**src/hdl/idu_pkg.sv**
```systemverilog
// decode stage package with widths, op codes, csr addresses and stage structs
package idu_pkg;

    localparam int xlen       = 64;    // register and pc width
    localparam int ilen       = 32;    // instruction width
    localparam int reg_addr_w = 5;
    localparam int num_regs   = 32;

    // machine csr addresses
    localparam logic [11:0] csr_mstatus = 12'h300;
    localparam logic [11:0] csr_mtvec   = 12'h305;
    localparam logic [11:0] csr_mepc    = 12'h341;
    localparam logic [11:0] csr_mcause  = 12'h342;

    // rv64i major opcodes
    localparam logic [6:0] opc_lui       = 7'b0110111;
    localparam logic [6:0] opc_auipc     = 7'b0010111;
    localparam logic [6:0] opc_jal       = 7'b1101111;
    localparam logic [6:0] opc_jalr      = 7'b1100111;
    localparam logic [6:0] opc_branch    = 7'b1100011;
    localparam logic [6:0] opc_load      = 7'b0000011;
    localparam logic [6:0] opc_store     = 7'b0100011;
    localparam logic [6:0] opc_op_imm    = 7'b0010011;
    localparam logic [6:0] opc_op        = 7'b0110011;
    localparam logic [6:0] opc_op_imm_32 = 7'b0011011;
    localparam logic [6:0] opc_op_32     = 7'b0111011;
    localparam logic [6:0] opc_system    = 7'b1110011;

    typedef logic [xlen-1:0]       xlen_t;
    typedef logic [ilen-1:0]       inst_t;
    typedef logic [reg_addr_w-1:0] reg_addr_t;
    typedef xlen_t [num_regs-1:0]  gpr_file_t;    // whole register file

    typedef enum logic [5:0] {
        op_none,
        op_lui, op_auipc, op_jal, op_jalr,
        op_beq, op_bne, op_blt, op_bge, op_bltu, op_bgeu,
        op_lb, op_lh, op_lw, op_ld, op_lbu, op_lhu, op_lwu,
        op_sb, op_sh, op_sw, op_sd,
        op_addi, op_slti, op_sltiu, op_xori, op_ori, op_andi, op_slli, op_srli, op_srai,
        op_add, op_sub, op_sll, op_slt, op_sltu, op_xor, op_srl, op_or, op_and,
        op_addiw, op_slliw, op_srliw, op_sraiw, op_addw, op_subw, op_sllw, op_srlw, op_sraw,
        op_csrrw, op_csrrs
    } op_e;

    typedef enum logic [2:0] {
        fmt_i, fmt_s, fmt_b, fmt_u, fmt_j
    } imm_fmt_e;

    typedef struct packed {
        logic  valid;
        xlen_t pc;
        inst_t inst;
    } stage_t;    // 97 bits

    typedef struct packed {
        xlen_t mstatus;
        xlen_t mtvec;
        xlen_t mepc;
        xlen_t mcause;
    } csr_file_t;

    typedef struct packed {
        op_e       op;
        reg_addr_t rd;
        reg_addr_t rs1;
        reg_addr_t rs2;
        imm_fmt_e  imm_fmt;
        logic      wen;         // writes rd
        logic      uses_rs2;    // reads rs2 as a register operand
    } decode_t;

endpackage

```
**src/hdl/id_stage_reg.sv**
```systemverilog
// fetch-to-decode pipeline register with hold and flush
`timescale 1ns/1ps

module id_stage_reg (
    input  logic            clk,
    input  logic            rst,
    input  logic            flush,    // one cycle pulse, wins over load
    input  logic            load,     // capture d this edge
    input  idu_pkg::stage_t d,
    output idu_pkg::stage_t q
);

    always_ff @(posedge clk) begin
        if (rst || flush) begin
            q <= '0;    // drop valid, pc and inst
        end else if (load) begin
            q <= d;
        end
        // no load so contents hold
    end

endmodule

```
**config.mk**
```make
export PLATFORM = sky130hd
export DESIGN_NAME = id_stage_reg
export DESIGN_NICKNAME = d
export VERILOG_FILES = /design/src/hdl/idu_pkg.sv /design/src/hdl/id_stage_reg.sv
export SDC_FILE = /design/constraint.sdc
export NUM_CORES = 1
export LEC_CHECK = 0
export BUFFER_PORTS_ARGS = -buffer_cell sky130_fd_sc_hd__buf_2
export CAP_MARGIN = 20
export CORE_MARGIN = 2
export CORE_UTILIZATION = 35
export CTS_CLUSTER_DIAMETER = 150
export DETAILED_ROUTE_END_ITERATION = 8
export GPL_TIMING_DRIVEN = 0
export PLACE_DENSITY = 0.7
export SLEW_MARGIN = 20
export SYNTH_ARGS = -nofsm -noshare
export SYNTH_HDL_FRONTEND = slang
export SYNTH_SLANG_ARGS = --single-unit
```
**constraint.sdc**
```tcl
create_clock -name clk -period 1 [get_ports clk]
set_input_delay 0.05 -clock clk [delete_from_list [all_inputs] [get_ports clk]]
set_output_delay 0.05 -clock clk [all_outputs]
set_load 0.03 [all_outputs]
```
==> results.md <==
- H-tree level count: 3
- Largest net degree at the start of global routing: 16
- Fin cells: 756
- Worst-path clk slew: 0.09 ns
- Remaining Overflow, GRT: 0
- Gate power share: 17.4%
- Final hold viol count: 0
- Initial DRC count: 37
- Max-cap violations: 0
- Outcome: completed
- Arrival time worst endpoint: 0.90 ns
- Required @ worst endpoint: ~0.95 ns
- Max Fclk: 1050 MHz
- DRC viols: 0
- FP Rows: 36
- Placer Congestion: approximately 0.8
- Synth Cell Area: 0.00344 mm^2
- Worst VDD drop: approximately 0.65 mV
- Root buffer cell: clkbuf_8
- Longest Clk Path Bufs: 2
- Slew HR: 70.0%
- Seq pwr share: 49.7%
- Final Cycle Share: 95.2%
- Startpoint types: flip-flop
- Sw frac: 24.9%
- Number of detailed-route iterations in the first pass: 4
- Syn Inst Count: around 310
- Antenna diodes: 0
- Sw power: 2030 uW
- Chip height: 103 um
- Synthesized Nets: 415
- Worst Tran Pin Value: 0.450 ns
- Routed Antenna Nets: 0
- Clock Power Share: 32.9%
- Largest Register: q
- Ratio of cells with drive above 1 in the final layout: 36.3%
- Ys Warns: 0
- TritonCTS Buffers: 9
- CP Buf/Inv Count: 1
- Syn avg cell area: about 11 um^2
- Fin crit period: 0.952 ns
- Worst clock skew: 0 ns
- CTS Sinks: between 90 and 100
- First-pass GRT wire length: 14.6 mm
- Min-delay worst type: in2reg
- Initial antenna violation count: 0
- Worst skew pair latency: 0.33 ns
- GRT Overall Usage: between 10% and 20%
- Largest register FFs: 97
- PD cells: between 1000 and 1500 mW/mm^2
- Register area share after synthesis: approximately 56%
- Vias: ~3300
- Final WL: 10.1 mm
- # nets final: 719
- Initial Util: 35.6%
- Via/cell ratio: 4.37
- Tot Pwr: 8150 uW
- Largest delay share family, worst path: flip-flops
- Critical Path, Cell by Cell: clkbuf_4
- Port Buf Inserts: 196
- Placed Instances: 643
- Via count of the first global-routing pass: 3213
- Final Max Tran Viols: 0
- CP Max Fanout: 2
- Cell Int Power: 6120 uW
- # IOs: just under 200
- P_leak: 0.00298 uW
- CP Capture Type: primary output
- Wirelength per Cell: 13.3 um
- CTS tree: done
- Setup-failing EPs final: 0
- Max incr delay on CP: 0.36 ns
- Critical path's slowest cell: dfxtp_1
- Die span in x: around 100 um
- Crit Path Class: reg2out
- Die area: 0.0107 mm^2
- #FFs+latches synth: 97
- Largest registers: q x97
- Area Growth Syn to Fin: 69.5%
- Core ar.: 0.00968 mm^2
- Hpwl dp: 6.41 mm
- Yosys cell types: 8
- FILL cells: 781
[worst register-to-register path, delay by kind of cell, from the launching register on]
family,cells,cell delay [ns]
flops,1,0.33
mux,1,0.14
simple gates,1,0.07
[cell families (layout without fill, tap and decap cells)]
kind of cell,Yosys count,count (layout),share of synthesized area [%]
simple gates,98,98,10.8
mux,97,97,28.2
flops,97,97,56.4
buf+inv,22,331,4.69
[final cells by class]
| type | count | area (um^2) | area share, % |
|---|---|---|---|
| plain buffers | 22 | 161 | 2.77 |
| clock buffers | 11 | 131 | 2.25 |
| clock inverters | 5 | 80.1 | 1.37 |
| multi-input cells | 195 | 1340 | 23.0 |
| flip-flops and latches | 97 | 1940 | 33.3 |
| well taps | 133 | 166 | 2.85 |
| repair buffers | 293 | 2010 | 34.5 |
[synthesized netlist by cell type (all sizes together)]
| cell type | n | area (um^2) |
|---|---|---|
| or2 | 1 | 6.26 |
| clkbuf | 6 | 22.5 |
| dfxtp | 97 | 1940 |
| nor2 | 97 | 364 |
| buf | 16 | 139 |
| mux2i | 97 | 971 |
[cell usage in the layout, fill, tap and decap left out, drive strengths merged]
master and instances:
or2 1, clkbuf 32, dlygate4sd3 97, mux2i 97, nor2 97, bufinv 2
buf 197, clkinvlp 2, dfxtp 97, clkinv 1
[metrics by stage]
| step | worst slack, ns | setup TNS, ns | utilization [%] | instance area [um^2] | hold slack (ns) |
|---|---|---|---|---|---|
| 2_1_floorplan | 0.193 | 0 | - | 3440 | 0.197 |
| 3_3_place_gp | -0.0183 | -0.146 | 47.4 | 4590 | 0.283 |
| 3_5_place_dp | -0.0122 | -0.0590 | 47.4 | 4590 | 0.292 |
| 4_1_cts | 0.0115 | 0 | 59.6 | 5770 | 0.232 |
| 5_1_grt | -0.00215 | -0.00215 | 60.3 | 5840 | 0.253 |
| 6_report | 0.0480 | 0 | 60.3 | 5840 | 0.232 |
[final timing paths]
kind | endpoint | depth (start not counted) | startpoint | slack [ns]
setup / recovery | q[13] | 1 | q[13] | 0.05
hold / removal | q[1] | 4 | load | 0.23
setup reg to reg | q[58] | 2 | q[58] | 0.34
hold reg to reg | q[72] | 2 | q[72] | 0.49
[layer usage]
metal | vias up | wire length (um) | share of wire [%] | global-route usage [%]
li1 | 1638 | - | - | -
met1 | 1508 | 3800 | 38 | 17.9
met2 | 133 | 5370 | 53 | 34.0
met3 | 22 | 633 | 6.3 | 4.17
met4 | 0 | 255 | 2.5 | 9.31
met5 | - | 0 | 0 | 0
[power by group through the flow]
| stage | clock network, uW | logic (uW) | registers (uW) |
|---|---|---|---|
| 3_3_place_gp | 0 | 1080 | 4130 |
| 5_1_grt | 2940 | 1520 | 4070 |
| 4_1_cts | 2790 | 1390 | 4050 |
| 6_report | 2690 | 1420 | 4050 |
| 3_5_place_dp | 0 | 1100 | 4140 |
| 2_1_floorplan | 0 | 439 | 4390 |
[timing repair]
action,4_1_cts,5_1_grt
setup buffers,0,0
hold endpoints to repair,97,0
setup endpoints to repair,0,25
resized for setup,0,35
hold buffers,97,0
Power figures use the tool's default switching activity.
