### src/hdl/idu_pkg.sv
// decode stage package with widths, op codes, csr addresses and stage structs
package idu_pkg;

    localparam int xlen       = 64;    // register and pc width
    localparam int ilen       = 32;    // instruction width
    localparam int reg_addr_w = 5;
    localparam int num_regs   = 32;

    // machine csr addresses
    localparam logic [11:0] csr_mstatus = 12'h300;
    localparam logic [11:0] csr_mtvec   = 12'h305;
    localparam logic [11:0] csr_mepc    = 12'h341;
    localparam logic [11:0] csr_mcause  = 12'h342;

    // rv64i major opcodes
    localparam logic [6:0] opc_lui       = 7'b0110111;
    localparam logic [6:0] opc_auipc     = 7'b0010111;
    localparam logic [6:0] opc_jal       = 7'b1101111;
    localparam logic [6:0] opc_jalr      = 7'b1100111;
    localparam logic [6:0] opc_branch    = 7'b1100011;
    localparam logic [6:0] opc_load      = 7'b0000011;
    localparam logic [6:0] opc_store     = 7'b0100011;
    localparam logic [6:0] opc_op_imm    = 7'b0010011;
    localparam logic [6:0] opc_op        = 7'b0110011;
    localparam logic [6:0] opc_op_imm_32 = 7'b0011011;
    localparam logic [6:0] opc_op_32     = 7'b0111011;
    localparam logic [6:0] opc_system    = 7'b1110011;

    typedef logic [xlen-1:0]       xlen_t;
    typedef logic [ilen-1:0]       inst_t;
    typedef logic [reg_addr_w-1:0] reg_addr_t;
    typedef xlen_t [num_regs-1:0]  gpr_file_t;    // whole register file

    typedef enum logic [5:0] {
        op_none,
        op_lui, op_auipc, op_jal, op_jalr,
        op_beq, op_bne, op_blt, op_bge, op_bltu, op_bgeu,
        op_lb, op_lh, op_lw, op_ld, op_lbu, op_lhu, op_lwu,
        op_sb, op_sh, op_sw, op_sd,
        op_addi, op_slti, op_sltiu, op_xori, op_ori, op_andi, op_slli, op_srli, op_srai,
        op_add, op_sub, op_sll, op_slt, op_sltu, op_xor, op_srl, op_or, op_and,
        op_addiw, op_slliw, op_srliw, op_sraiw, op_addw, op_subw, op_sllw, op_srlw, op_sraw,
        op_csrrw, op_csrrs
    } op_e;

    typedef enum logic [2:0] {
        fmt_i, fmt_s, fmt_b, fmt_u, fmt_j
    } imm_fmt_e;

    typedef struct packed {
        logic  valid;
        xlen_t pc;
        inst_t inst;
    } stage_t;    // 97 bits

    typedef struct packed {
        xlen_t mstatus;
        xlen_t mtvec;
        xlen_t mepc;
        xlen_t mcause;
    } csr_file_t;

    typedef struct packed {
        op_e       op;
        reg_addr_t rd;
        reg_addr_t rs1;
        reg_addr_t rs2;
        imm_fmt_e  imm_fmt;
        logic      wen;         // writes rd
        logic      uses_rs2;    // reads rs2 as a register operand
    } decode_t;

endpackage

### src/hdl/imm_gen.sv
// sign-extended 64-bit immediate builder for the i, s, b, u and j formats
`timescale 1ns/1ps

module imm_gen (
    input  idu_pkg::inst_t    inst,
    input  idu_pkg::imm_fmt_e fmt,
    output idu_pkg::xlen_t    imm
);

    idu_pkg::xlen_t imm_i;
    idu_pkg::xlen_t imm_s;
    idu_pkg::xlen_t imm_b;
    idu_pkg::xlen_t imm_u;
    idu_pkg::xlen_t imm_j;

    // all formats take the sign from inst[31]
    assign imm_i = {{(idu_pkg::xlen-12){inst[31]}}, inst[31:20]};
    assign imm_s = {{(idu_pkg::xlen-12){inst[31]}}, inst[31:25], inst[11:7]};
    assign imm_b = {{(idu_pkg::xlen-13){inst[31]}}, inst[31], inst[7], inst[30:25],
                    inst[11:8], 1'b0};    // halfword aligned
    assign imm_u = {{(idu_pkg::xlen-32){inst[31]}}, inst[31:12], 12'b0};
    assign imm_j = {{(idu_pkg::xlen-21){inst[31]}}, inst[31], inst[19:12], inst[20],
                    inst[30:21], 1'b0};

    always_comb begin
        case (fmt)
            idu_pkg::fmt_s: imm = imm_s;
            idu_pkg::fmt_b: imm = imm_b;
            idu_pkg::fmt_u: imm = imm_u;
            idu_pkg::fmt_j: imm = imm_j;
            default:        imm = imm_i;    // fmt_i and unused codes
        endcase
    end

endmodule

### config.mk
export PLATFORM = sky130hd
export DESIGN_NAME = imm_gen
export DESIGN_NICKNAME = d
export VERILOG_FILES = /design/src/hdl/idu_pkg.sv /design/src/hdl/imm_gen.sv
export SDC_FILE = /design/constraint.sdc
export NUM_CORES = 1
export LEC_CHECK = 0
export ABC_AREA = 1
export BUFFER_PORTS_ARGS = -buffer_cell sky130_fd_sc_hd__buf_2
export CAP_MARGIN = 5
export CORE_ASPECT_RATIO = 1.25
export CORE_MARGIN = 5
export CORE_UTILIZATION = 25
export DETAILED_ROUTE_END_ITERATION = 6
export MAX_ROUTING_LAYER = met4
export PLACE_DENSITY = 0.73
export SYNTH_ARGS = -nofsm -noshare
export SYNTH_HDL_FRONTEND = slang
export SYNTH_SLANG_ARGS = --single-unit
### constraint.sdc
create_clock -name vclk -period 0.9
set_clock_uncertainty 0.15 [all_clocks]
set_input_delay 0 -clock vclk [all_inputs]
set_output_delay 0 -clock vclk [all_outputs]
set_load 0.05 [all_outputs]
==> out/qor_table.md <==
| Quantity | Reported |
|:---|:---|
| Status | finished, violations left |
| Failing checks | setup timing |
| Total track usage | 0.166 |
| Worst IR Drop VDD | 0.000585 V |
| Tcrit/Tclk final | 1.16 |
| Net count, final | 231 |
| IO Pins | 99 |
| Clock buffers | 0 |
| Cell leakage power | 0.908 nW |
| Total number of vias | 1008 |
| Starting DRC count in detailed routing | 18 |
| Worst path required time | 750 ps |
| Setup violations, final | 60 |
| Drt pass-1 iters | 4 |
| Post-synthesis sequential area ratio | 0 |
| Kind of capture point of the worst setup path | output port |
| Final hold violation count | 0 |
| Setup repair after global routing missed its margin | yes |
| Synth warn | 0 |
| HPWL Detailed | 2.11 mm |
| Die area | 3770 µm² |
| Count of sequential standard cells | 0 |
| Number of antenna cells inserted | 0 |
| Average wire per cell in the routed design | 14.8 µm |
| Area after DPL | 1080 µm² |
| Max-slew headroom at the worst pin | 0.842 |
| Peak clock frequency supported by timing | 961 MHz |
| Synthesized instance count | 114 |
| Die span in x | 55.9 µm |
| Number of antenna violations at the first check in global routing | 0 |
| Pin count of the biggest net entering global routing | 34 |
| Hold buffers post-CTS | 0 |
| Routability Congestion | 0.847 |
| Startpoint type of the worst setup path | primary input |
| Type of the worst setup path | in -> out |
| Total negative slack for setup checks | -3430 ps |
| Average vias per placed instance | 4.44 |
| Post-Synthesis Mean Instance Area | 5.78 µm² |
| Count of unresolved DRC violations after routing | 0 |
| Remaining global-route overflow | 0 |
| Initial Utilization | 0.266 |
| Antenna violation net count after detailed routing | 0 |
| Synthesis-to-layout area growth | 155% |
| Core region area | 2480 µm² |
| Summed instance area of the synthesized netlist | 659 µm² |
| Count of max-cap constraint violations | 0 |
| Clock period minus worst slack | 1040 ps |
| Number of buffers inserted by port buffering | 92 |
| Die Height | 67.4 µm |
| Vias in the first global route | 1014 |
| Post-layout instance area | 1680 µm² |
| Type of the tightest min-delay check | in -> out |
| Site row count | 20 |
| Fraction of layout cells with a size suffix above 1 | 0.804 |
| Crit path DAT | 890 ps |
| Worst Path Max Fanout | 8 |
| Power per cell area | 1010 nW/µm² |
| Global-route wire length before repair | 5.02 mm |
| Sum of routed wire length over all layers | 3.36 mm |
| Minimum setup slack in the final design | -141 ps |
| Post-synthesis cell type count | 13 |
| Net Count, Synth | 149 |
| Final Slew Violations | 0 |
| Slew of the pin with the lowest slew margin | 238 ps |
| Area of all sequential standard cells | 0 µm² |
==> area by class of cell <==
cell class | count | area (µm²)
repair buffers | 113 | 1020
fillers | 210 | 797
multi-input cells | 70 | 554
inverters | 11 | 62.6
well taps | 33 | 41.3
==> cell usage after synthesis <==
master / number / area [µm²]
sky130_fd_sc_hd__nand4_1: 2 / 12.5
sky130_fd_sc_hd__inv_2: 2 / 7.51
sky130_fd_sc_hd__o211ai_1: 7 / 52.6
sky130_fd_sc_hd__nand3_1: 8 / 40.0
sky130_fd_sc_hd__buf_6: 2 / 22.5
sky130_fd_sc_hd__nand2_2: 3 / 18.8
sky130_fd_sc_hd__buf_4: 34 / 255
sky130_fd_sc_hd__nand3_4: 2 / 35.0
sky130_fd_sc_hd__nor2_1: 7 / 26.3
sky130_fd_sc_hd__o21ai_0: 4 / 20.0
sky130_fd_sc_hd__inv_1: 9 / 33.8
sky130_fd_sc_hd__nor2_4: 1 / 11.3
sky130_fd_sc_hd__nand2_1: 33 / 124
==> cells in the final DEF, fill, tap and decap left out <==
cell type,synthesis,final
sky130_fd_sc_hd__clkbuf_4,0,30
sky130_fd_sc_hd__buf_2,0,25
sky130_fd_sc_hd__buf_6,2,21
sky130_fd_sc_hd__buf_4,34,18
sky130_fd_sc_hd__buf_8,0,16
sky130_fd_sc_hd__nand2_1,33,15
sky130_fd_sc_hd__nand2_4,0,12
sky130_fd_sc_hd__nand2_2,3,10
sky130_fd_sc_hd__o211ai_1,7,7
sky130_fd_sc_hd__inv_1,9,6
sky130_fd_sc_hd__nand3_2,0,5
sky130_fd_sc_hd__nand3_4,2,5
sky130_fd_sc_hd__o21ai_0,4,3
sky130_fd_sc_hd__nor2_2,0,3
sky130_fd_sc_hd__nor2_1,7,3
sky130_fd_sc_hd__buf_12,0,3
sky130_fd_sc_hd__inv_4,0,2
sky130_fd_sc_hd__inv_2,2,2
sky130_fd_sc_hd__nor2_4,1,2
sky130_fd_sc_hd__nand4_1,2,2
sky130_fd_sc_hd__inv_16,0,1
sky130_fd_sc_hd__nand2_8,0,1
sky130_fd_sc_hd__nand3_1,8,1
sky130_fd_sc_hd__o21ai_1,0,1
==> per-layer routing <==
metal	vias up	part of all wire	track usage
met3	2	0.057	0.0115
met2	48	0.61	0.365
met1	456	0.33	0.164
li1	502	-	-
met5	-	0	-
met4	0	0.0051	0.00890
==> logic make-up after synthesis <==
logic type	Yosys count	share of synthesized area
buffers and inverters	47	0.484
AO/OA/AOI/OAI	11	0.110
AND/OR/NAND/NOR	56	0.406
==> final timing paths <==
path / slack (ps) / endpoint / from / cells past startpoint
setup / recovery: -140 / imm[7] / fmt[0] / 7
hold / removal: 190 / imm[15] / inst[15] / 4
==> through the flow <==
stage	power (mW)	cells	setup WS (ps)	hold slack (ps)	utilization
after floorplan	1.03	114	-236	17.1	-
after global routing	1.77	227	-190	200	0.678
after CTS	1.62	226	-144	186	0.620
final	1.70	227	-141	186	0.678
after global placement	1.28	219	-286	236	0.436
after detailed placement	1.28	219	-310	238	0.436
==> where the power goes <==
part / leakage (nW) / internal, mW / switching (mW)
Sequential: 0 / 0 / 0
Clock: 0 / 0 / 0
Combinational: 0.908 / 0.599 / 1.10
Total: 0.908 / 0.599 / 1.10
==> critical path, stage by stage <==
cell and delay [ps]:
sky130_fd_sc_hd__buf_8 100, sky130_fd_sc_hd__buf_6 110, sky130_fd_sc_hd__nand3_4 110, sky130_fd_sc_hd__inv_2 100, sky130_fd_sc_hd__buf_4 160, sky130_fd_sc_hd__nor2_1 130, sky130_fd_sc_hd__buf_6 180
==> timing repair <==
item / CTS / global route
pin swaps: 10 / 9
resized for setup: 113 / 48
buffers inserted: 4 / 1
cloned: 3 / 0
endpoints found under the setup margin: 31 / 61
(Power assumes the default switching activity.)
