### config.mk
export PLATFORM = sky130hd
export DESIGN_NAME = load_use_interlock
export DESIGN_NICKNAME = d
export VERILOG_FILES = /design/src/hdl/idu_pkg.sv /design/src/hdl/load_use_interlock.sv
export SDC_FILE = /design/constraint.sdc
export NUM_CORES = 1
export LEC_CHECK = 0
export BUFFER_PORTS_ARGS = -buffer_cell sky130_fd_sc_hd__buf_2
export CAP_MARGIN = 15
export CORE_MARGIN = 4
export CORE_UTILIZATION = 10
export DETAILED_ROUTE_END_ITERATION = 7
export PLACE_DENSITY_LB_ADDON = 0.12
export SETUP_SLACK_MARGIN = 0.3
export SYNTH_ARGS = -nofsm -noshare
export SYNTH_HDL_FRONTEND = slang
export SYNTH_SLANG_ARGS = --single-unit
### constraint.sdc
create_clock -name vclk -period 0.8
set_input_delay 0 -clock vclk [all_inputs]
set_output_delay 0 -clock vclk [all_outputs]
set_load 0.1 [all_outputs]
### src/hdl/idu_pkg.sv
// decode stage package with widths, op codes, csr addresses and stage structs
package idu_pkg;

    localparam int xlen       = 64;    // register and pc width
    localparam int ilen       = 32;    // instruction width
    localparam int reg_addr_w = 5;
    localparam int num_regs   = 32;

    // machine csr addresses
    localparam logic [11:0] csr_mstatus = 12'h300;
    localparam logic [11:0] csr_mtvec   = 12'h305;
    localparam logic [11:0] csr_mepc    = 12'h341;
    localparam logic [11:0] csr_mcause  = 12'h342;

    // rv64i major opcodes
    localparam logic [6:0] opc_lui       = 7'b0110111;
    localparam logic [6:0] opc_auipc     = 7'b0010111;
    localparam logic [6:0] opc_jal       = 7'b1101111;
    localparam logic [6:0] opc_jalr      = 7'b1100111;
    localparam logic [6:0] opc_branch    = 7'b1100011;
    localparam logic [6:0] opc_load      = 7'b0000011;
    localparam logic [6:0] opc_store     = 7'b0100011;
    localparam logic [6:0] opc_op_imm    = 7'b0010011;
    localparam logic [6:0] opc_op        = 7'b0110011;
    localparam logic [6:0] opc_op_imm_32 = 7'b0011011;
    localparam logic [6:0] opc_op_32     = 7'b0111011;
    localparam logic [6:0] opc_system    = 7'b1110011;

    typedef logic [xlen-1:0]       xlen_t;
    typedef logic [ilen-1:0]       inst_t;
    typedef logic [reg_addr_w-1:0] reg_addr_t;
    typedef xlen_t [num_regs-1:0]  gpr_file_t;    // whole register file

    typedef enum logic [5:0] {
        op_none,
        op_lui, op_auipc, op_jal, op_jalr,
        op_beq, op_bne, op_blt, op_bge, op_bltu, op_bgeu,
        op_lb, op_lh, op_lw, op_ld, op_lbu, op_lhu, op_lwu,
        op_sb, op_sh, op_sw, op_sd,
        op_addi, op_slti, op_sltiu, op_xori, op_ori, op_andi, op_slli, op_srli, op_srai,
        op_add, op_sub, op_sll, op_slt, op_sltu, op_xor, op_srl, op_or, op_and,
        op_addiw, op_slliw, op_srliw, op_sraiw, op_addw, op_subw, op_sllw, op_srlw, op_sraw,
        op_csrrw, op_csrrs
    } op_e;

    typedef enum logic [2:0] {
        fmt_i, fmt_s, fmt_b, fmt_u, fmt_j
    } imm_fmt_e;

    typedef struct packed {
        logic  valid;
        xlen_t pc;
        inst_t inst;
    } stage_t;    // 97 bits

    typedef struct packed {
        xlen_t mstatus;
        xlen_t mtvec;
        xlen_t mepc;
        xlen_t mcause;
    } csr_file_t;

    typedef struct packed {
        op_e       op;
        reg_addr_t rd;
        reg_addr_t rs1;
        reg_addr_t rs2;
        imm_fmt_e  imm_fmt;
        logic      wen;         // writes rd
        logic      uses_rs2;    // reads rs2 as a register operand
    } decode_t;

endpackage

### src/hdl/load_use_interlock.sv
// load-use hazard detect between the execute-stage load and the decode sources
`timescale 1ns/1ps

module load_use_interlock (
    input  logic               id_valid,
    input  idu_pkg::reg_addr_t id_rs1,
    input  idu_pkg::reg_addr_t id_rs2,
    input  logic               id_uses_rs2,
    input  idu_pkg::stage_t    ex,
    output logic               block
);

    logic               ex_load;
    idu_pkg::reg_addr_t ex_rd;
    logic               rs1_match;
    logic               rs2_match;

    // every funct3 except 3'b111 is a legal load
    assign ex_load = (ex.inst[6:0] == idu_pkg::opc_load) && (ex.inst[14:12] != 3'b111);
    assign ex_rd   = ex.inst[11:7];

    assign rs1_match = (ex_rd == id_rs1);    // x0 not exempt
    assign rs2_match = (ex_rd == id_rs2) && id_uses_rs2;

    assign block = id_valid && ex.valid && ex_load && (rs1_match || rs2_match);

endmodule

==> metrics.txt <==
# TYPE chip_impl_metric gauge
chip_impl_metric{name="p_per_area",unit="mW/mm²"} 398
chip_impl_info{name="synth.cells.most_frequent",value="sky130_fd_sc_hd__xor2_1 (7), sky130_fd_sc_hd__xnor2_1 (3), sky130_fd_sc_hd__nand3_1 (2), sky130_fd_sc_hd__nor3_1 (2), sky130_fd_sc_hd__nor4_1 (2)"} 1
chip_impl_metric{name="first_global_vias",unit=""} 253
chip_impl_info{name="worst_setup_path_start_kind",value="input pin"} 1
chip_impl_info{name="crit_family",value="simple AND/OR/NAND/NOR gates"} 1
chip_impl_metric{name="tightest_slew",unit="ns"} 0.236
chip_impl_metric{name="path_depth",unit=""} 6
chip_impl_metric{name="chipHeight",unit="µm"} 45.6
chip_impl_metric{name="postCtsSetupBuffers",unit=""} 0
chip_impl_info{name="synth.largest_area_cell",value="sky130_fd_sc_hd__xor2_1"} 1
chip_impl_metric{name="dpl_cell_area",unit="µm²"} 332
chip_impl_metric{name="final_max_slew_viol_count",unit=""} 0
chip_impl_metric{name="power_report.internal_total",unit="mW"} 0.0927
chip_impl_metric{name="core.rowCount",unit=""} 13
chip_impl_metric{name="io_pins",unit=""} 110
chip_impl_metric{name="globalRoute.totalOverflow",unit=""} 0
chip_impl_metric{name="drt_wl_total",unit="µm"} 586
chip_impl_metric{name="drive_gt1_frac",unit=""} 0.653
chip_impl_metric{name="drt_first_pass_iters",unit=""} 1
chip_impl_metric{name="num_antenna_cells",unit=""} 0
chip_impl_metric{name="final_net_count",unit=""} 160
chip_impl_info{name="startpoint_to_endpoint_class_of_the_critical_path",value="in2out"} 1
chip_impl_metric{name="fraction_of_post_synthesis_cell_area_in_the_top_cell_type_by_area",unit=""} 0.434
chip_impl_info{name="status",value="finished, violations left"} 1
chip_impl_metric{name="power.net_switching",unit="mW"} 0.0547
chip_impl_info{name="worst_hold_path_type",value="in2out"} 1
chip_impl_metric{name="sequentialPowerShare",unit=""} 0
chip_impl_metric{name="avgSynthCellArea",unit="µm²"} 7.07
chip_impl_metric{name="yosys_warnings",unit=""} 0
chip_impl_metric{name="clock.fmax",unit="GHz"} 0.949
chip_impl_metric{name="p_leak",unit="nW"} 0.176
chip_impl_metric{name="design.die.area",unit="mm²"} 0.00208
chip_impl_metric{name="gr-usage-all-layers",unit=""} 0.0545
chip_impl_info{name="violations_in_the_final_reports",value="setup timing"} 1
chip_impl_metric{name="start_util",unit=""} 0.107
chip_impl_metric{name="layout-area-overhead-vs-synth",unit="%"} 162
chip_impl_metric{name="gp_routability_congestion",unit=""} 0.601
chip_impl_metric{name="synthCells",unit=""} 20
chip_impl_info{name="timing.critical_path.from",value="id_rs2[2]"} 1
chip_impl_metric{name="post-route-period-util",unit=""} 1.32
chip_impl_metric{name="avgViaCountPerCell",unit=""} 3.88
chip_impl_metric{name="timing.critical_path.arrival",unit="ns"} 1.05
chip_impl_metric{name="ys_seq_area_frac",unit=""} 0
chip_impl_metric{name="antenna_found_initial",unit=""} 0
chip_impl_metric{name="timing.critical_path.buf_inv",unit=""} 2
chip_impl_metric{name="post-route-cell-area",unit="µm²"} 370
chip_impl_metric{name="crit_path_setup_slack_layout",unit="ns"} -0.254
chip_impl_metric{name="seq_area",unit="µm²"} 0
chip_impl_metric{name="synth_cell_types",unit=""} 9
chip_impl_metric{name="port-buffer-count",unit=""} 29
chip_impl_metric{name="flops_and_latches",unit=""} 0
chip_impl_metric{name="final_hold_viol_count",unit=""} 0
chip_impl_info{name="post-synth-top-count-cell",value="sky130_fd_sc_hd__xor2_1"} 1
chip_impl_metric{name="combinationalPowerShare",unit=""} 1.000
chip_impl_metric{name="cp_data_required_time",unit="ns"} 0.80
chip_impl_info{name="crit_path_end_kind",value="primary output"} 1
chip_impl_info{name="synth.top_cells.by_area",value="sky130_fd_sc_hd__xor2_1 (43%), sky130_fd_sc_hd__xnor2_1 (19%), sky130_fd_sc_hd__nor4_1 (8.8%), sky130_fd_sc_hd__nand3_1 (7.1%), sky130_fd_sc_hd__nor3_1 (7.1%)"} 1
chip_impl_metric{name="detail_route.wl_per_cell",unit="µm"} 9.16
chip_impl_metric{name="critical_path_peak_fanout",unit=""} 1
chip_impl_metric{name="nClkBuffers",unit=""} 0
chip_impl_metric{name="fin_tns_setup",unit="ns"} -0.254
chip_impl_metric{name="coreArea",unit="mm²"} 0.00132
chip_impl_metric{name="worst_ir_drop_vdd",unit="mV"} 0.121
chip_impl_metric{name="syn_area",unit="µm²"} 141
chip_impl_metric{name="clockPowerShare",unit=""} 0
chip_impl_metric{name="maximum_number_of_pins_on_one_net_before_global_route_repair",unit=""} 3
chip_impl_metric{name="timing.final.crit_period",unit="ns"} 1.05
chip_impl_info{name="crit_chain",value="buf_6 > xor2_2 > nor4_2 > nand3_1 > a21oi_4 > buf_12"} 1
chip_impl_metric{name="grt_pass1_wl",unit="µm"} 897
chip_impl_info{name="rsz0062_at_grt",value="yes"} 1
chip_impl_metric{name="initialDrtViolationCount",unit=""} 0
chip_impl_metric{name="vias",unit=""} 248
chip_impl_metric{name="final_antenna_net_count",unit=""} 0
chip_impl_metric{name="postCtsHoldBufs",unit=""} 0
chip_impl_metric{name="post-route-drc-count",unit=""} 0
chip_impl_metric{name="final-setup-viol-count",unit=""} 1
chip_impl_metric{name="maxCapViolations",unit=""} 0
chip_impl_metric{name="worst_path_largest_cell_delay",unit="ns"} 0.28
chip_impl_metric{name="mappedNetlistNets",unit=""} 129
chip_impl_metric{name="slew_headroom",unit=""} 0.841
chip_impl_metric{name="sw_frac_of_total",unit=""} 0.371
chip_impl_info{name="slowest_stage",value="sky130_fd_sc_hd__nor4_2"} 1
chip_impl_metric{name="layout.filler_cells",unit=""} 153
chip_impl_metric{name="fp.dieW",unit="µm"} 45.6
chip_impl_metric{name="placement.setup.worst_slack",unit="ns"} -0.332
chip_impl_info{name="crit_path_end",value="block"} 1
-- metal layers --
metal / part of all wire / track usage / vias to the layer above
li1: - / - / 130
met1: 0.40 / 0.0698 / 100
met2: 0.47 / 0.103 / 18
met3: 0.13 / 0.00395 / 0
met4: 0 / 0 / 0
met5: 0 / 0 / -
-- worst min-delay path by stage --
| stage | start | endpoint | cells past startpoint |
|---|---|---|---|
| 2_1_floorplan | ex[0] | block | 2 |
| 3_3_place_gp | ex[0] | block | 4 |
| 3_5_place_dp | ex[0] | block | 4 |
| 4_1_cts | ex[0] | block | 4 |
| 5_1_grt | ex[0] | block | 4 |
| 6_report | ex[0] | block | 4 |
-- kinds of logic after synthesis --
| kind of cell | Yosys count | share of synthesized area |
|---|---|---|
| AOI/OAI and AO/OA | 1 | 0.0354 |
| xor gates and xnor gates | 10 | 0.620 |
| and+or+nand+nor | 9 | 0.345 |
-- power by group through the flow --
stage / Clock, mW / Sequential (mW) / Combinational, mW
after floorplan: 0 / 0 / 0.0464
after global placement: 0 / 0 / 0.128
after detailed placement: 0 / 0 / 0.127
after CTS: 0 / 0 / 0.139
after global routing: 0 / 0 / 0.163
final: 0 / 0 / 0.147
-- what timing repair did --
action	4_1_cts	5_1_grt
cloned	0	0
pin swaps	5	4
resized for setup	3	4
hold endpoints to repair	0	0
endpoints found under the setup margin	1	1
-- final cells by class --
class	count	area, µm²	share of cell area
timing repair buffer	29	185	0.500
multi-input combinational	20	166	0.449
tap	15	18.8	0.0507
-- tightest hold or removal path: cells and delay by family --
| family | cells | cell delay, ns |
|---|---|---|
| AO/OA/AOI/OAI | 1 | 0.05 |
| AND/OR/NAND/NOR | 1 | 0.10 |
| buffers and inverters | 2 | 0.25 |
-- through the flow --
stage          hold slack [ns]  power, mW  std cells   util
6_report                 0.408      0.147         64  0.281
5_1_grt                  0.426      0.163         64  0.281
4_1_cts                  0.413      0.139         64  0.266
3_5_place_dp             0.410      0.127         64  0.252
3_3_place_gp             0.423      0.128         64  0.252
2_1_floorplan            0.224     0.0464         20      -
-- cells in the final DEF, fill, tap and decap left out, drive strengths merged --
cell type / n
nor4: 2
nand3: 2
nor3: 2
nand2: 1
xnor2: 3
nand4: 1
and3: 1
xor2: 7
buf: 29
a21oi: 1
No activity file was read; power rests on OpenSTA's default activity.
