## src/hdl/idu_pkg.sv

```systemverilog
// decode stage package with widths, op codes, csr addresses and stage structs
package idu_pkg;

    localparam int xlen       = 64;    // register and pc width
    localparam int ilen       = 32;    // instruction width
    localparam int reg_addr_w = 5;
    localparam int num_regs   = 32;

    // machine csr addresses
    localparam logic [11:0] csr_mstatus = 12'h300;
    localparam logic [11:0] csr_mtvec   = 12'h305;
    localparam logic [11:0] csr_mepc    = 12'h341;
    localparam logic [11:0] csr_mcause  = 12'h342;

    // rv64i major opcodes
    localparam logic [6:0] opc_lui       = 7'b0110111;
    localparam logic [6:0] opc_auipc     = 7'b0010111;
    localparam logic [6:0] opc_jal       = 7'b1101111;
    localparam logic [6:0] opc_jalr      = 7'b1100111;
    localparam logic [6:0] opc_branch    = 7'b1100011;
    localparam logic [6:0] opc_load      = 7'b0000011;
    localparam logic [6:0] opc_store     = 7'b0100011;
    localparam logic [6:0] opc_op_imm    = 7'b0010011;
    localparam logic [6:0] opc_op        = 7'b0110011;
    localparam logic [6:0] opc_op_imm_32 = 7'b0011011;
    localparam logic [6:0] opc_op_32     = 7'b0111011;
    localparam logic [6:0] opc_system    = 7'b1110011;

    typedef logic [xlen-1:0]       xlen_t;
    typedef logic [ilen-1:0]       inst_t;
    typedef logic [reg_addr_w-1:0] reg_addr_t;
    typedef xlen_t [num_regs-1:0]  gpr_file_t;    // whole register file

    typedef enum logic [5:0] {
        op_none,
        op_lui, op_auipc, op_jal, op_jalr,
        op_beq, op_bne, op_blt, op_bge, op_bltu, op_bgeu,
        op_lb, op_lh, op_lw, op_ld, op_lbu, op_lhu, op_lwu,
        op_sb, op_sh, op_sw, op_sd,
        op_addi, op_slti, op_sltiu, op_xori, op_ori, op_andi, op_slli, op_srli, op_srai,
        op_add, op_sub, op_sll, op_slt, op_sltu, op_xor, op_srl, op_or, op_and,
        op_addiw, op_slliw, op_srliw, op_sraiw, op_addw, op_subw, op_sllw, op_srlw, op_sraw,
        op_csrrw, op_csrrs
    } op_e;

    typedef enum logic [2:0] {
        fmt_i, fmt_s, fmt_b, fmt_u, fmt_j
    } imm_fmt_e;

    typedef struct packed {
        logic  valid;
        xlen_t pc;
        inst_t inst;
    } stage_t;    // 97 bits

    typedef struct packed {
        xlen_t mstatus;
        xlen_t mtvec;
        xlen_t mepc;
        xlen_t mcause;
    } csr_file_t;

    typedef struct packed {
        op_e       op;
        reg_addr_t rd;
        reg_addr_t rs1;
        reg_addr_t rs2;
        imm_fmt_e  imm_fmt;
        logic      wen;         // writes rd
        logic      uses_rs2;    // reads rs2 as a register operand
    } decode_t;

endpackage

```

## src/hdl/inst_decoder.sv

```systemverilog
// rv64i plus csrrw/csrrs instruction decoder giving op, fields, imm format and flags
`timescale 1ns/1ps

module inst_decoder (
    input  idu_pkg::inst_t   inst,
    output idu_pkg::decode_t dec
);

    logic [6:0]       opcode;
    logic [2:0]       f3;
    logic [6:0]       f7;
    logic [5:0]       f6;    // rv64 immediate shifts use a 6-bit shamt
    idu_pkg::op_e     op;
    idu_pkg::imm_fmt_e fmt;

    assign opcode = inst[6:0];
    assign f3     = inst[14:12];
    assign f7     = inst[31:25];
    assign f6     = inst[31:26];

    always_comb begin
        op = idu_pkg::op_none;    // anything unlisted
        case (opcode)
            idu_pkg::opc_lui:   op = idu_pkg::op_lui;
            idu_pkg::opc_auipc: op = idu_pkg::op_auipc;
            idu_pkg::opc_jal:   op = idu_pkg::op_jal;
            idu_pkg::opc_jalr:  if (f3 == 3'b000) op = idu_pkg::op_jalr;
            idu_pkg::opc_branch: begin
                case (f3)
                    3'b000:  op = idu_pkg::op_beq;
                    3'b001:  op = idu_pkg::op_bne;
                    3'b100:  op = idu_pkg::op_blt;
                    3'b101:  op = idu_pkg::op_bge;
                    3'b110:  op = idu_pkg::op_bltu;
                    3'b111:  op = idu_pkg::op_bgeu;
                    default: op = idu_pkg::op_none;
                endcase
            end
            idu_pkg::opc_load: begin
                case (f3)
                    3'b000:  op = idu_pkg::op_lb;
                    3'b001:  op = idu_pkg::op_lh;
                    3'b010:  op = idu_pkg::op_lw;
                    3'b011:  op = idu_pkg::op_ld;
                    3'b100:  op = idu_pkg::op_lbu;
                    3'b101:  op = idu_pkg::op_lhu;
                    3'b110:  op = idu_pkg::op_lwu;
                    default: op = idu_pkg::op_none;
                endcase
            end
            idu_pkg::opc_store: begin
                case (f3)
                    3'b000:  op = idu_pkg::op_sb;
                    3'b001:  op = idu_pkg::op_sh;
                    3'b010:  op = idu_pkg::op_sw;
                    3'b011:  op = idu_pkg::op_sd;
                    default: op = idu_pkg::op_none;
                endcase
            end
            idu_pkg::opc_op_imm: begin
                case (f3)
                    3'b000:  op = idu_pkg::op_addi;
                    3'b010:  op = idu_pkg::op_slti;
                    3'b011:  op = idu_pkg::op_sltiu;
                    3'b100:  op = idu_pkg::op_xori;
                    3'b110:  op = idu_pkg::op_ori;
                    3'b111:  op = idu_pkg::op_andi;
                    3'b001:  if (f6 == 6'b000000) op = idu_pkg::op_slli;
                    3'b101: begin
                        if (f6 == 6'b000000) op = idu_pkg::op_srli;
                        else if (f6 == 6'b010000) op = idu_pkg::op_srai;
                    end
                    default: op = idu_pkg::op_none;
                endcase
            end
            idu_pkg::opc_op: begin
                case ({f7, f3})
                    10'b0000000_000: op = idu_pkg::op_add;
                    10'b0100000_000: op = idu_pkg::op_sub;
                    10'b0000000_001: op = idu_pkg::op_sll;
                    10'b0000000_010: op = idu_pkg::op_slt;
                    10'b0000000_011: op = idu_pkg::op_sltu;
                    10'b0000000_100: op = idu_pkg::op_xor;
                    10'b0000000_101: op = idu_pkg::op_srl;
                    10'b0000000_110: op = idu_pkg::op_or;
                    10'b0000000_111: op = idu_pkg::op_and;
                    default:         op = idu_pkg::op_none;    // no sra, no m ext
                endcase
            end
            idu_pkg::opc_op_imm_32: begin
                case (f3)
                    3'b000:  op = idu_pkg::op_addiw;
                    3'b001:  if (f7 == 7'b0000000) op = idu_pkg::op_slliw;
                    3'b101: begin
                        if (f7 == 7'b0000000) op = idu_pkg::op_srliw;
                        else if (f7 == 7'b0100000) op = idu_pkg::op_sraiw;
                    end
                    default: op = idu_pkg::op_none;
                endcase
            end
            idu_pkg::opc_op_32: begin
                case ({f7, f3})
                    10'b0000000_000: op = idu_pkg::op_addw;
                    10'b0100000_000: op = idu_pkg::op_subw;
                    10'b0000000_001: op = idu_pkg::op_sllw;
                    10'b0000000_101: op = idu_pkg::op_srlw;
                    10'b0100000_101: op = idu_pkg::op_sraw;
                    default:         op = idu_pkg::op_none;
                endcase
            end
            idu_pkg::opc_system: begin
                if (f3 == 3'b001) op = idu_pkg::op_csrrw;
                else if (f3 == 3'b010) op = idu_pkg::op_csrrs;
            end
            default: op = idu_pkg::op_none;
        endcase
    end

    // immediate format follows the decoded op
    always_comb begin
        case (op)
            idu_pkg::op_lui, idu_pkg::op_auipc: fmt = idu_pkg::fmt_u;
            idu_pkg::op_jal:                    fmt = idu_pkg::fmt_j;
            idu_pkg::op_sb, idu_pkg::op_sh, idu_pkg::op_sw, idu_pkg::op_sd:
                fmt = idu_pkg::fmt_s;
            idu_pkg::op_beq, idu_pkg::op_bne, idu_pkg::op_blt,
            idu_pkg::op_bge, idu_pkg::op_bltu, idu_pkg::op_bgeu:
                fmt = idu_pkg::fmt_b;
            default: fmt = idu_pkg::fmt_i;    // loads, alu imm, jalr, csr, none
        endcase
    end

    assign dec.op      = op;
    assign dec.rd      = inst[11:7];
    assign dec.rs1     = inst[19:15];
    assign dec.rs2     = inst[24:20];
    assign dec.imm_fmt = fmt;
    assign dec.wen     = (op != idu_pkg::op_none) && (fmt != idu_pkg::fmt_b)
                         && (fmt != idu_pkg::fmt_s);    // no rd for branch/store
    assign dec.uses_rs2 = (fmt == idu_pkg::fmt_b)
                          || (opcode == idu_pkg::opc_op && op != idu_pkg::op_none)
                          || (opcode == idu_pkg::opc_op_32 && op != idu_pkg::op_none);

endmodule

```

## config.mk

```make
export PLATFORM = sky130hd
export DESIGN_NAME = inst_decoder
export DESIGN_NICKNAME = d
export VERILOG_FILES = /design/src/hdl/idu_pkg.sv /design/src/hdl/inst_decoder.sv
export SDC_FILE = /design/constraint.sdc
export NUM_CORES = 1
export LEC_CHECK = 0
export ABC_AREA = 1
export BUFFER_PORTS_ARGS = -buffer_cell sky130_fd_sc_hd__buf_2
export CAP_MARGIN = 10
export CORE_AREA = 2 2 51 53
export DETAILED_ROUTE_END_ITERATION = 10
export DIE_AREA = 0 0 53 55
export PLACE_DENSITY = 0.89
export SYNTH_ARGS = -nofsm -noshare
export SYNTH_HDL_FRONTEND = slang
export SYNTH_SLANG_ARGS = --single-unit
```

## constraint.sdc

```tcl
create_clock -name vclk -period 3.9
set_input_delay 0.39 -clock vclk [all_inputs]
set_output_delay 0.39 -clock vclk [all_outputs]
set_load 0.005 [all_outputs]
```

==> flow_metrics.py <==
metrics = {
    "final_layout": {
        "diodes": 0,
        "clock_buffers": 0,
        "seq_cell_count": 0,
        "nets": 294,
        "design_area_um2": 1240,
        "seq_area_um2": 0,
        "area_delta_synth_final_pct": 1.12,
        "fin_cells": 288,
        "layout-drive-gt1-share_pct": 23.6,
    },
    "placed_design": {
        "placedCellCount": 288,
        "hpwl_um": 2650,
        "place_ws_ps": 839,
        "placed_area_um2": 1240,
        "numPortBuffers": 28,
        "place.gp.congestion": 0.990,
    },
    "global_route": {
        "grt_pass1_vias": 1340,
        "grt_max_degree": 17,
        "grt_pass1_wl_um": 5250,
        "overflow": 0,
        "grt_usage_pct": 23.1,
        "antenna_found_initial": 0,
    },
    "floorplan": {
        "boundaryPins": 58,
        "core_um2": 2360,
        "rows": 18,
        "die-area_um2": 2920,
        "die_x_um": 53,
        "start_util_pct": 52.0,
        "die_y_um": 55,
    },
    "synth": {
        "synth.avg_cell_area_um2": 4.90,
        "ys_types": 28,
        "netlist_area_um2": 1230,
        "syn_inst": 251,
        "syn_nets": 285,
        "synth_seq_area_share_pct": 0,
        "yosysWarnings": 0,
    },
    "timing": {
        "finalHoldViolations": 0,
        "relSlewSlack_pct": 71.7,
        "setup_viol": 0,
        "layout_min_cycle_time_ps": 3130,
        "fin_ws_ps": 767,
        "setup_tns_ps": 0,
        "rsz0062_at_grt": "no",
        "max_freq_mhz": 319,
        "min_period_over_period_pct": 80.3,
        "slew_viol_final": 0,
        "tightest_slew_ps": 420,
    },
    "drt": {
        "drc": 0,
        "initialDrtViolationCount": 84,
        "wl_per_cell_um": 10.7,
        "wirelength_um": 3090,
        "vias": 1574,
        "avgViaCountPerCell": 5.47,
        "ant_nets": 0,
        "dr.pass1.iters": 5,
    },
    "worst_setup_path": {
        "required_ps": 3510,
        "cp-start-kind": "primary input",
        "crit_path_end_kind": "primary output",
        "arrival_ps": 2740,
        "critPathMaxFanout": 12,
        "path_class": "primary input to primary output",
    },
    "power": {
        "switching_power_mw": 0.0450,
        "ir_drop_mv": 0.0429,
        "p_clk_share_pct": 0,
        "internal_power_mw": 0.0218,
        "swShare_pct": 67.4,
        "power_mw": 0.0668,
        "pwr-share-comb_pct": 100.0,
        "leakage_nw": 0.762,
        "seqPwrFrac_pct": 0,
        "power_density_nw_per_um2": 53.8,
    },
    "run_status": {
        "status": "completed",
    },
    "run": {
        "drv_cap": 0,
    },
    "cts": {
        "postCtsSetupBuffers": 0,
        "cts_resized": 0,
        "cts_hold_buf": 0,
    },
    "min_path": {
        "whs_path_depth": 0,
        "hp-class": "primary input to primary output",
    },
}
[power by group through the flow]
stage | clock (mW) | combinational, mW | sequential [mW]
floorplan | 0 | 0.0591 | 0
global placement | 0 | 0.0645 | 0
detailed placement | 0 | 0.0658 | 0
CTS | 0 | 0.0660 | 0
global route | 0 | 0.0758 | 0
finish | 0 | 0.0668 | 0
[Yosys cell counts (2+ instances only)]
| cell | count | area (um2) |
|---|---|---|
| nand2_1 | 67 | 251 |
| nor2_1 | 35 | 131 |
| inv_1 | 32 | 120 |
| nand3_1 | 28 | 140 |
| buf_4 | 16 | 120 |
| nor2_2 | 16 | 100 |
| a21oi_1 | 9 | 45.0 |
| inv_2 | 7 | 26.3 |
| nand4_1 | 7 | 43.8 |
| nand2_2 | 5 | 31.3 |
| nor3_1 | 4 | 20.0 |
| o21ai_0 | 4 | 20.0 |
| buf_6 | 3 | 33.8 |
| buf_2 | 2 | 10.0 |
| ha_1 | 2 | 25.0 |
| o41ai_1 | 2 | 17.5 |
[final timing paths]
| path | endpoint | from | slack [ps] |
|---|---|---|---|
| worst max-delay path | dec[1] | inst[3] | 770 |
| worst min-delay path | dec[11] | inst[16] | 780 |
[cells in the final DEF (no fill, tap or decap), types with 2 or more instances in the layout]
| cell type | count |
|---|---|
| a21oi_1 | 9 |
| buf_2 | 28 |
| ha_1 | 2 |
| inv_1 | 32 |
| inv_2 | 7 |
| nand2_1 | 67 |
| nand2_2 | 5 |
| nand3_1 | 28 |
| nand4_1 | 7 |
| nor2_1 | 35 |
| nor2_2 | 16 |
| nor3_1 | 4 |
| o21ai_0 | 4 |
| o41ai_1 | 2 |
[per-stage QoR]
| stage | hold slack, ps | util (%) |
|---|---|---|
| global placement | 780 | 52.5 |
| finish | 780 | 52.5 |
| CTS | 780 | 52.5 |
| detailed placement | 780 | 52.5 |
| floorplan | 861 | - |
| global route | 780 | 52.5 |
[cell families after synthesis]
logic type	synth area share, %
buffers and inverters	26.1
adders and majority gates	2.04
and+or+nand+nor	61.3
AOI/OAI and AO/OA	10.6
[layer usage]
metal / vias up / track usage [%] / share of wire (%)
met5: - / 0 / 0
met4: 0 / 5.98 / 1.8
met3: 6 / 1.34 / 9.6
met2: 91 / 43.8 / 49
met1: 677 / 28.4 / 40
li1: 800 / - / -
[worst max-delay path, stage by stage]
cell,delay (ps)
buf_2,110
inv_1,70
nand2_1,60
nor2_2,330
inv_1,80
nor2_1,300
o221ai_1,190
nand2_1,90
nor2_1,50
nand3_1,110
inv_1,60
ha_1,260
nand3_1,100
nand2_1,70
nor2_2,110
nor2_2,50
nand2_1,70
nand2_1,50
nor2_1,80
buf_2,110
[layout make-up]
type | instances | area (um2)
timing repair buffer | 28 | 140
inverter | 41 | 156
multi-input combinational | 189 | 908
fill | 253 | 1120
tap | 30 | 37.5
(Power assumes the default switching activity.)
